`src/common/conv_geom_pkg.sv`:
```
package conv_geom_pkg;

    // ========================================================================
    // Frame geometry
    // ========================================================================

    localparam int IMG_WIDTH  = 8;                  // Pixels per row.
    localparam int IMG_HEIGHT = 8;                  // Rows per frame.

    // ========================================================================
    // Kernel and channels
    // ========================================================================

    localparam int KERNEL   = 3;                    // Kernel side.
    localparam int WIN_SIZE = KERNEL * KERNEL;      // Pixels in one window.

    localparam int IN_CH  = 2;
    localparam int OUT_CH = 4;

    // Position counter widths
    localparam int COL_W = $clog2(IMG_WIDTH);
    localparam int ROW_W = $clog2(IMG_HEIGHT);

endpackage

```
`src/common/conv_arith_pkg.sv`:
```
package conv_arith_pkg;

    // ========================================================================
    // Scalar types
    // ========================================================================

    typedef logic signed [15:0] pixel_t;
    typedef logic signed [7:0]  weight_t;
    typedef logic signed [31:0] bias_t;
    typedef logic signed [47:0] acc_t;              // Wide enough for 18 taps plus bias.
    typedef logic signed [31:0] result_t;

    // ========================================================================
    // Array types
    // ========================================================================

    // Index is row * KERNEL + column, row 0 oldest, column 0 leftmost.
    typedef pixel_t window_t [conv_geom_pkg::WIN_SIZE];

    // All taps of all input channels for one output channel.
    typedef weight_t weight_set_t [conv_geom_pkg::IN_CH][conv_geom_pkg::WIN_SIZE];

    typedef weight_set_t weight_bank_t [conv_geom_pkg::OUT_CH];
    typedef bias_t       bias_bank_t   [conv_geom_pkg::OUT_CH];
    typedef result_t     result_bank_t [conv_geom_pkg::OUT_CH];

endpackage

```
`src/window/window_gen.sv`:
```
module window_gen (
    input  logic                    clk,
    input  logic                    rst_n,
    input  logic                    valid_in,
    input  conv_arith_pkg::pixel_t  pixel,
    output conv_arith_pkg::window_t window,
    output logic                    window_valid
);

    // Two rows back and one row back, addressed by column.
    conv_arith_pkg::pixel_t line_old [conv_geom_pkg::IMG_WIDTH];
    conv_arith_pkg::pixel_t line_mid [conv_geom_pkg::IMG_WIDTH];

    // New window column, index 0 is the oldest row.
    conv_arith_pkg::pixel_t tap [conv_geom_pkg::KERNEL];

    logic [conv_geom_pkg::COL_W-1:0] col;
    logic [conv_geom_pkg::ROW_W-1:0] row;
    logic                            last_col;
    logic                            last_row;
    logic                            full_win;

    // ========================================================================
    // Frame position
    // ========================================================================

    assign last_col = (int'(col) == conv_geom_pkg::IMG_WIDTH - 1);
    assign last_row = (int'(row) == conv_geom_pkg::IMG_HEIGHT - 1);
    assign full_win = (int'(row) >= conv_geom_pkg::KERNEL - 1) &&
                      (int'(col) >= conv_geom_pkg::KERNEL - 1);

    always_ff @(posedge clk or negedge rst_n) begin
        if (!rst_n) begin
            col <= '0;
            row <= '0;
        end else if (valid_in) begin
            if (last_col) begin
                col <= '0;
                row <= last_row ? '0 : row + 1'b1;  // Wrap at end of frame.
            end else begin
                col <= col + 1'b1;
            end
        end
    end

    always_ff @(posedge clk or negedge rst_n) begin
        if (!rst_n) begin
            window_valid <= 1'b0;
        end else begin
            window_valid <= valid_in && full_win;   // Single cycle per accepted pixel.
        end
    end

    // ========================================================================
    // Line buffers
    // ========================================================================

    assign tap[0] = line_old[col];
    assign tap[1] = line_mid[col];
    assign tap[2] = pixel;

    always_ff @(posedge clk or negedge rst_n) begin
        if (!rst_n) begin
            for (int i = 0; i < conv_geom_pkg::IMG_WIDTH; i++) begin
                line_old[i] <= '0;
                line_mid[i] <= '0;
            end
        end else if (valid_in) begin
            line_old[col] <= line_mid[col];         // Age this column by one row.
            line_mid[col] <= pixel;
        end
    end

    // ========================================================================
    // Shift window
    // ========================================================================

    always_ff @(posedge clk or negedge rst_n) begin
        if (!rst_n) begin
            for (int i = 0; i < conv_geom_pkg::WIN_SIZE; i++) begin
                window[i] <= '0;
            end
        end else if (valid_in) begin
            for (int r = 0; r < conv_geom_pkg::KERNEL; r++) begin
                for (int c = 0; c < conv_geom_pkg::KERNEL - 1; c++) begin
                    window[r * conv_geom_pkg::KERNEL + c] <=
                        window[r * conv_geom_pkg::KERNEL + c + 1];
                end
                // Newest pixel enters at the right edge.
                window[r * conv_geom_pkg::KERNEL + conv_geom_pkg::KERNEL - 1] <= tap[r];
            end
        end
    end

endmodule

```
`config.mk`:
```
export PLATFORM = sky130hd
export DESIGN_NAME = window_gen
export DESIGN_NICKNAME = d
export VERILOG_FILES = /design/src/common/conv_geom_pkg.sv /design/src/common/conv_arith_pkg.sv /design/src/window/window_gen.sv
export SDC_FILE = /design/constraint.sdc
export NUM_CORES = 1
export LEC_CHECK = 0
export BUFFER_PORTS_ARGS = -buffer_cell sky130_fd_sc_hd__buf_2
export CAP_MARGIN = 30
export CORE_MARGIN = 4
export CORE_UTILIZATION = 55
export DETAILED_ROUTE_END_ITERATION = 10
export PLACE_DENSITY = 0.74
export SETUP_SLACK_MARGIN = 0.4
export SLEW_MARGIN = 15
export SYNTH_ARGS = -nofsm -noshare
export SYNTH_HDL_FRONTEND = slang
export SYNTH_SLANG_ARGS = --single-unit
```
`constraint.sdc`:
```
create_clock -name clk -period 1.9 [get_ports clk]
set_input_delay 0.19 -clock clk [delete_from_list [all_inputs] [get_ports clk]]
set_output_delay 0.19 -clock clk [all_outputs]
set_load 0.05 [all_outputs]
```
==> metrics.txt, run 1 <==
status=finished, violations left; failing checks=setup timing; CP Launch Type=flip-flop; synth top area cells=dfrtp_1 (58%), mux2_2 (16%), mux2i_1 (7.3%); post-synthesis cell area=17600 sq um; Synth area leader=dfrtp_1; Congestion Overflow GR=0; fin crit share=104%; PnR Total Power=50.3 mW; DR WL/cell=27.6 um; Critical Setup Path Class=flip-flop to flip-flop; GPL Wtd Cong=0.809; maximum root-to-sink buffer count=3; I/O Pins=164; number of H-tree levels=2; pwr dens=2190 nW/um^2; synth unique cells=30; CP required=2.31 ns; largest net degree at the start of global routing=79; RSZ-0062 raised after global routing=true; Vias per Instance=6.56; number of global-route vias before repair=12900; Setup WS pre-CTS=0.0814 ns; final setup violation count=5; top-count cell post-synth=dfrtp_1; Fin. Hold Viols=0; peak supply drop=1.00 mV; top-area cell type share of the netlist area=57.7%; # DRC=0; FF+latch area=10200 sq um; die footprint=35000 sq um; Critical R2R Capture=line_old[4]; CP Capture Type=flip-flop; syn_area_per_cell=13.4 sq um; worst min path class=input port to flip-flop; Mapped Nets=1337; EDFF count, synth=0; Tmin final=1.98 ns; post-synthesis sequential area ratio=57.7%; cell leakage power=9.92 nW; max frequency=505 MHz; Max-Cap Viols=0; Die Y=187 um; clock buffer count from CTS=42; multi-input logic area=7790 sq um; Async SR Flop Fraction=100%; Final HPWL DP=24.7 mm; synth warn=0; WHS=0.0175 ns; top cells by count, synth=dfrtp_1 (407), mux2_2 (243), nor2_1 (161); Clock Tree Root=clkbuf_16; post-route setup slack=-0.0794 ns; Fin Clk Skew=0.0348 ns; DRT iter0 DRCs=1534; Die W=187 um; crit-path max FO=10; #FFs+latches synth=407; gr usage total=26.3%; Fillers=1834; Slew HR=70.2%; hold path cells=2; RR Startpoint=col[0]; first-pass GRT wire length=74.0 mm; CTS tree=yes; worst skew pair latency=0.57 ns; share of layout cells above drive strength 1=47.9%; number of core rows=65; First-pass DRT Iterations=9; ys flop type=dfrtp_1; Final Max Tran Viols=0; post-synthesis cell count=1313; ANT nets after route=0; Worst-path clk slew=0.07 ns; Sink Count=407; Reg2Reg Setup Slack=-0.08 ns; CP arrival=2.39 ns; DR vias=13000; R2R depth=5; Starting Density=55.8%; P&R area growth vs syn=29.9%; number of nets in the layout=1567; routed wire length=54.6 mm; initial antenna violation count=1; measured slew at the worst slew-check pin=0.447 ns; Hold Crit Start=pixel[2]; I/O Buffers=163; Hold Path End=line_mid[34]; core area=31600 sq um
==> sequential cells by signal (all words and copies together), names as in the netlist <==
register      cells
line_old        128
col               3
window_valid      1
line_mid        128
window          144
row               3
==> through the flow <==
stage | setup TNS (ns) | utilization, % | instance area, sq um | std cells
after global placement | 0 | 59.5 | 18800 | 1816
after CTS | 0 | 68.7 | 21700 | 1946
final | -0.186 | 72.5 | 22900 | 1980
after detailed placement | 0 | 59.5 | 18800 | 1816
after floorplan | 0 | - | 17700 | 1313
after global routing | -0.274 | 72.5 | 22900 | 1980
==> area by class of cell <==
| class | instances | share of cell area [%] |
|---|---|---|
| Timing Repair Buffer | 297 | 13.1 |
| Inverter | 2 | 0.0327 |
| Antenna cell | 1 | 0.0109 |
| Clock inverter | 19 | 0.846 |
| Multi-Input combinational cell | 793 | 34.0 |
| Sequential cell | 407 | 44.5 |
| Clock buffer | 59 | 5.39 |
| Tap cell | 402 | 2.19 |
==> worst max-delay path, stage by stage, from the launching register on <==
cell and delay, ns:
dfrtp_4 0.47, buf_4 0.25, buf_12 0.21, mux2i_4 0.37
o22a_1 0.32, a31oi_1 0.18
==> worst max-delay path by stage <==
stage | end | slack (ns) | from | cells after the start
floorplan | line_mid[48] | 0.35 | col[0] | 4
global placement | window[58] | 0.11 | col[0] | 4
detailed placement | window[58] | 0.08 | col[0] | 4
CTS | line_old[62] | 0.20 | col[0] | 7
global route | line_old[20] | -0.11 | col[0] | 5
finish | line_old[4] | -0.08 | col[0] | 5
==> routing by layer <==
metal / vias to the layer above / part of all wire [%] / GRT usage [%] / routed length [um]
met5: - / 0 / 0 / 0
met4: 0 / 6.0 / 11.2 / 3290
met3: 280 / 10 / 5.94 / 5730
met2: 883 / 46 / 40.9 / 24900
met1: 6534 / 38 / 36.0 / 20700
li1: 5287 / - / - / -
==> cell usage in the layout (no fill, tap or decap), drive strengths merged, types with 3 or more instances in the layout <==
cell type,instances
o22a,76
bufinv,3
dlygate4sd3,3
and4b,3
nand2,3
inv,4
dfrtp,407
a31oi,160
mux2i,128
mux2,243
ha,5
buf,278
clkinv,12
clkbuf,73
nor2,161
==> kinds of logic (layout without fill, tap and decap cells) <==
| logic type | Yosys count | after routing | share of synthesized area (%) |
|---|---|---|---|
| compound gates | 228 | 240 | 9.12 |
| fa+ha+maj | 5 | 5 | 0.354 |
| buf+inv | 125 | 377 | 5.74 |
| flops | 407 | 407 | 57.7 |
| mux | 371 | 371 | 22.8 |
| other cells | 0 | 1 | 0 |
| simple gates | 177 | 177 | 4.30 |
==> where the power goes <==
part	total [mW]	switching, mW	internal [mW]
Sequential	16.0	3.15	12.8
Clock	8.51	3.53	4.98
Combinational	25.8	14.9	10.9
Total	50.3	21.6	28.7
==> what timing repair did <==
action,in CTS,in global routing
pin swaps,29,34
hold buffers,3,0
buffers inserted,31,15
resized for setup,190,147
gates cloned,18,18
endpoints found under the hold margin,230,0
endpoints found under the setup margin,293,298
(Power assumes the default switching activity.)
==> inputs of run 2 (changes only) <==
--- a/config.mk
+++ b/config.mk
@@ -6,10 +6,11 @@
 export NUM_CORES = 1
 export LEC_CHECK = 0
 export BUFFER_PORTS_ARGS = -buffer_cell sky130_fd_sc_hd__buf_2
-export CAP_MARGIN = 30
 export CORE_MARGIN = 4
 export CORE_UTILIZATION = 55
+export CTS_BUF_LIST = sky130_fd_sc_hd__clkbuf_4
 export DETAILED_ROUTE_END_ITERATION = 10
+export GPL_TIMING_DRIVEN = 0
 export PLACE_DENSITY = 0.74
 export SETUP_SLACK_MARGIN = 0.4
 export SLEW_MARGIN = 15
==> run 2 against run 1 <==
The run ends with hold timing left. Clock-buffer cell count grew 81. Via count up 5.4%. Global-route usage shrank 1.0 points. Critical path depth increased by 2. First-iteration DRC count decreased by 1.6%. Design area up 5.5%. Flip-flop and latch count unchanged. Register-to-register slack better by 0.12 ns. Die area unchanged. Sequential power hardly changed. Largest cell class unchanged. Largest power group unchanged.
==> metrics.txt, run 2 (synthesis gave the netlist of run 1 again) <==
status=finished, violations left; failing checks=hold timing; Layout Utilization=76.5% (+4.0 points); setup tns final=0 ns (+0.186 ns); gr usage total=25.2% (-1.0 points); post-route cell area=24200 sq um (+5.5%); first-pass GRT wire length=70.6 mm (-4.7%); measured slew at the worst slew-check pin=0.785 ns (+0.338 ns); Clock Tree Root=clkbuf_4; crit-path max FO=10 (unchanged); CTS tree=yes; Congestion Overflow GR=0 (unchanged); P&R area growth vs syn=37.1%; commonest non-fill, non-tap cell in the layout=dfrtp_1; CP arrival=2.50 ns (+0.11 ns); RSZ-0062 raised after global routing=true; number of nets in the layout=1748 (+12%); # DRC=0 (unchanged); worst skew pair latency=0.77 ns (+0.20 ns); max frequency=538 MHz (+6.5%); peak supply drop=1.00 mV (about the same); largest reg by FF count=window; CTS Hold Bufs=17 (+14); R2R depth=7 (+2); max FFs per register=144 (unchanged); First-pass DRT Iterations=6 (-3); DRT iter0 DRCs=1510 (-1.6%); I/O Buffers=162 (-0.61%); routed wire length=56.5 mm (+3.4%); Starting Density=55.8% (unchanged); worst min path class=input port to async pin; WHS=-0.109 ns (-0.127 ns); Final HPWL DP=30.3 mm (+23%); DR WL/cell=25.8 um (-6.6%); Critical Setup Path Class=flip-flop to flip-flop; CP max-delay cell=dfrtp_2; Fin Clk Skew=0.0831 ns (+0.0483 ns); RR Startpoint=col[0]; CP most frequent cell=buf_12; cell leakage power=10.8 nW (+8.6%); CP Launch Type=flip-flop; number of H-tree levels=3 (+1); Post-DP Area=19100 sq um (+1.7%); Final Max Tran Viols=0 (unchanged); clock buffer count from CTS=103 (+150%); Setup WS pre-CTS=-0.209 ns (-0.291 ns); ANT nets after route=0 (unchanged); initial antenna violation count=1 (unchanged); I/O Pins=164 (unchanged); Fin. Hold Viols=39 (+39); Slew HR=47.7% (-23 points); Sink Count=407 (unchanged); CP Capture Type=flip-flop; biggest regs=window (144), line_mid (128), line_old (128); share of layout cells above drive strength 1=49.8% (+1.9 points); most frequent cells in the layout=dfrtp_1 (400), buf_6 (215), mux2_2 (187); final setup violation count=0 (-5); Max-Cap Viols=0 (unchanged); maximum root-to-sink buffer count=3 (unchanged); largest net degree at the start of global routing=110 (+39%); CP required=2.54 ns (+0.23 ns); Tmin final=1.86 ns (-0.121 ns); GPL Wtd Cong=0.867 (+7.1%); sequence of cells on the critical path=buf_12 > clkbuf_16 > and4bb_4 > buf_12 > buf_8 > nor2_1 > a31oi_1; DR vias=13700 (+5.4%); Worst-path clk slew=0.07 ns (about the same); crit path launch=col[0]; die footprint=35000 sq um (unchanged); post-route setup slack=0.0413 ns (+0.121 ns); Critical R2R Capture=line_old[110]; Reg2Reg Setup Slack=0.04 ns (+0.12 ns); Vias per Instance=6.24 (-4.8%); Crit path largest cell delay=0.46 ns (about the same); Die W=187 um (unchanged); Die Y=187 um (unchanged); pwr dens=2120 nW/um^2 (-3.4%); core area=31600 sq um (unchanged); number of core rows=65 (unchanged); fin crit share=97.8% (-6.4 points); number of global-route vias before repair=12700 (-1.8%)
run 2: cell count changes in the layout (fill, tap and decap cells not counted), sizes merged:
| cell | change |
|---|---|
| buf | +104 |
| bufbuf | -2 |
| bufinv | -2 |
| clkbuf | +97 |
| clkinv | +15 |
| clkinvlp | -1 |
| dlygate4sd3 | +14 |
| inv | -1 |
| o22a | -12 |
run 2: metrics by stage:
stage	instances	power (mW)	hold WS (ns)
finish	2192	51.3	-0.109
floorplan	1313	29.8	-0.106
CTS	2076	42.6	-0.160
global placement	1877	34.3	0.484
detailed placement	1881	34.9	0.0904
global route	2192	53.2	-0.116
run 2: how the worst max path moves through the flow:
stage / to / cells past startpoint
2_1_floorplan: line_mid[48] / 4
3_3_place_gp: col[0] / 1
3_5_place_dp: window[98] / 5
4_1_cts: window[51] / 6
5_1_grt: line_old[110] / 7
6_report: line_old[110] / 7
run 2: final cells by class:
type | count | area (sq um)
clock buffers | 140 | 1050
inverters | 2 | 7.51
repair buffers | 306 | 3430
flip-flops and latches | 407 | 10200
diodes | 1 | 2.50
well taps | 402 | 503
clock inverters | 30 | 161
plain buffers | 123 | 1540
multi-input cells | 781 | 7300
fillers | 1764 | 7450
run 2: worst max-delay path: cells and delay by family, from the launching register on:
| kind | cells | cell delay, ns |
|---|---|---|
| AO/OA/AOI/OAI | 1 | 0.20 |
| flip-flops | 1 | 0.46 |
| buffers and inverters | 4 | 0.65 |
| AND/OR/NAND/NOR | 2 | 0.43 |
run 2: routing by layer:
| layer | vias to the layer above | track usage [%] | wire, um |
|---|---|---|---|
| met3 | 231 | 5.11 | 5760 |
| met4 | 0 | 9.64 | 2730 |
| met2 | 904 | 40.7 | 26700 |
| met1 | 6896 | 34.2 | 21200 |
| met5 | - | 0 | 0 |
| li1 | 5650 | - | - |
run 2: power breakdown:
part           internal, mW  switching (mW)
clock network          3.53            3.66
registers              12.8            3.03
logic                  13.4            14.9
total                  29.7            21.6
run 2: repair_timing:
| action | in CTS | in global routing |
|---|---|---|
| hold endpoints to repair | 335 | 39 |
| cloned | 3 | 36 |
| endpoints found under the setup margin | 435 | 434 |
| buffers inserted | 5 | 79 |
| resized for setup | 92 | 711 |
| pin swaps | 10 | 58 |
==> inputs of run 3 (changes only) <==
--- a/config.mk
+++ b/config.mk
@@ -7,11 +7,11 @@
 export LEC_CHECK = 0
 export BUFFER_PORTS_ARGS = -buffer_cell sky130_fd_sc_hd__buf_2
 export CORE_MARGIN = 4
-export CORE_UTILIZATION = 55
+export CORE_UTILIZATION = 62
 export CTS_BUF_LIST = sky130_fd_sc_hd__clkbuf_4
 export DETAILED_ROUTE_END_ITERATION = 10
 export GPL_TIMING_DRIVEN = 0
-export PLACE_DENSITY = 0.74
+export PLACE_DENSITY = 0.82
 export SETUP_SLACK_MARGIN = 0.4
 export SLEW_MARGIN = 15
 export SYNTH_ARGS = -nofsm -noshare
==> run 3 against run 2 <==
The run ends with DRC, hold timing, setup timing left. First-iteration DRC count rose by 31%. Via count rose by 9.4%. Global-route usage up 4.2 points. Worst hold slack improved by 0.11 ns. Worst setup slack worse by 0.32 ns. Sequential share of layout area grew 0.41 points. Sequential power increased by 3%. Clock skew grew 0.017 ns. Combinational power is 1% higher. Clock power grew 3.2%. Design area fell by 0.94%. Maximum frequency down 15%. Largest cell class unchanged.
==> metrics.txt, run 3 (synthesis gave the netlist of run 1 again) <==
Congestion Overflow GR=0 (unchanged); post-route setup slack=-0.276 ns (-0.317 ns); Fillers=1127 (-36%); Post-DP Area=19100 sq um (-0.16%); final setup violation count=23 (+23); largest reg by FF count=window; worst min path class=input port to async pin; Tmin final=2.18 ns (+0.317 ns); gr usage total=29.5% (+4.2 points); core area=27900 sq um (-12%); number of H-tree levels=3 (unchanged); max FFs per register=144 (unchanged); max frequency=460 MHz (-15%); # DRC=2 (+2); Starting Density=63.2% (+7.4 points); CP Capture Type=flip-flop; most frequent cells in the layout=dfrtp_1 (399), buf_6 (201), mux2_2 (191); initial antenna violation count=2 (+1); RSZ-0062 raised after global routing=true; Critical Setup Path Class=flip-flop to flip-flop; Worst-path clk slew=0.09 ns (+0.02 ns); Fin. Hold Viols=1 (-97%); cell leakage power=10.7 nW (-1.1%); Final Max Tran Viols=0 (unchanged); maximum root-to-sink buffer count=3 (unchanged); P&R area growth vs syn=35.8%; DR WL/cell=31.4 um (+22%); I/O Pins=164 (unchanged); largest net degree at the start of global routing=110 (unchanged); worst skew pair latency=0.81 ns (+0.04 ns); CP Launch Type=flip-flop; ANT nets after route=0 (unchanged); commonest non-fill, non-tap cell in the layout=dfrtp_1; CP required=2.48 ns (-0.06 ns); biggest regs=window (144), line_mid (128), line_old (128); Slew HR=32.8% (-15 points); routed wire length=67.7 mm (+20%); Vias per Instance=6.94 (+11%); number of global-route vias before repair=12700 (+0.74%); Fin Clk Skew=0.100 ns (+0.0169 ns); DRT iter0 DRCs=1975 (+31%); measured slew at the worst slew-check pin=1.01 ns (+0.224 ns); CP arrival=2.76 ns (+0.26 ns); CTS tree=yes; Layout Utilization=85.8% (+9.3 points); share of layout cells above drive strength 1=49.4% (-0.45 points); crit-path max FO=9 (-1); pwr dens=2190 nW/um^2 (+3.3%); status=finished, violations left; Die W=177 um (-5.6%); peak supply drop=0.946 mV (-5.7%); die footprint=31200 sq um (-11%); first-pass GRT wire length=71.2 mm (+0.96%); number of nets in the layout=1732 (-0.92%); clock buffer count from CTS=101 (-1.9%); post-route cell area=24000 sq um (-0.94%); Final HPWL DP=30.7 mm (+1.4%); Clock Tree Root=clkbuf_4; Max-Cap Viols=0 (unchanged); GPL Wtd Cong=0.869 (+0.25%); fin crit share=115% (+17 points); DR vias=15000 (+9.4%); number of core rows=61 (-6.2%); failing checks=DRC, hold timing, setup timing; I/O Buffers=162 (unchanged); Sink Count=407 (unchanged); First-pass DRT Iterations=10 (+4); Die Y=177 um (-5.6%); WHS=-0.00352 ns (+0.106 ns)
run 3: path summary, 6_finish.rpt:
kind | slack [ns] | startpoint | cells past startpoint | endpoint
max | -0.28 | col[0] | 6 | line_old[46]
max in group asynchronous | 0.88 | rst_n | 4 | line_mid[6]
max reg2reg | -0.28 | col[0] | 6 | line_old[46]
min | -0.004 | rst_n | 3 | window[74]
min reg2reg | 0.51 | line_mid[90] | 1 | line_mid[90]
min in group clk | 0.20 | valid_in | 4 | row[1]
run 3: what timing repair did:
item | 4_1_cts | 5_1_grt
gates resized for setup | 85 | 683
hold buffers | 18 | 0
gates cloned | 1 | 31
setup buffers | 4 | 72
setup endpoints to repair | 436 | 436
hold endpoints to repair | 356 | 0
pin swaps | 3 | 54
run 3: power by group:
group          internal, mW  switching [mW]
clock                  3.55            3.86
combinational          12.7            16.0
sequential             12.8            3.54
run 3: layer usage:
metal	share of wire [%]	up-vias	track usage, %
met3	13	587	6.15
met2	45	1515	47.5
met1	32	7246	39.1
met4	9.7	2	12.9
met5	0.019	-	0
li1	-	5623	-
run 3: final cells by class:
type / instances / area, sq um / share of cell area [%]
plain buffers: 123 / 1560 / 6.51
flip-flops and latches: 407 / 10200 / 42.5
clock buffers: 148 / 1110 / 4.64
clock inverters: 26 / 116 / 0.486
well taps: 378 / 473 / 1.97
multi-input cells: 781 / 7290 / 30.4
diodes: 1 / 2.50 / 0.0104
inverters: 2 / 7.51 / 0.0313
repair buffers: 292 / 3200 / 13.4
run 3: stage by stage:
step	setup slack (ns)	TNS, ns	instances	hold WS [ns]	power (mW)
3_3_place_gp	-7.78	-2864.37	1853	0.484	34.2
3_5_place_dp	-0.224	-5.68	1857	0.0508	35.0
5_1_grt	-0.258	-0.608	2158	0.0463	53.6
4_1_cts	0.165	0	2054	0.0447	42.5
2_1_floorplan	0.351	0	1313	-0.106	29.8
6_report	-0.276	-1.02	2158	-0.00352	52.5
run 3: worst max-delay path, cell delays in order (launching register included):
cell and delay [ns]:
dfrtp_2 0.49, clkbuf_16 0.22, clkbuf_16 0.20, mux2i_1 0.14, o22a_1 0.28, buf_6 0.18
a31oi_1 0.46
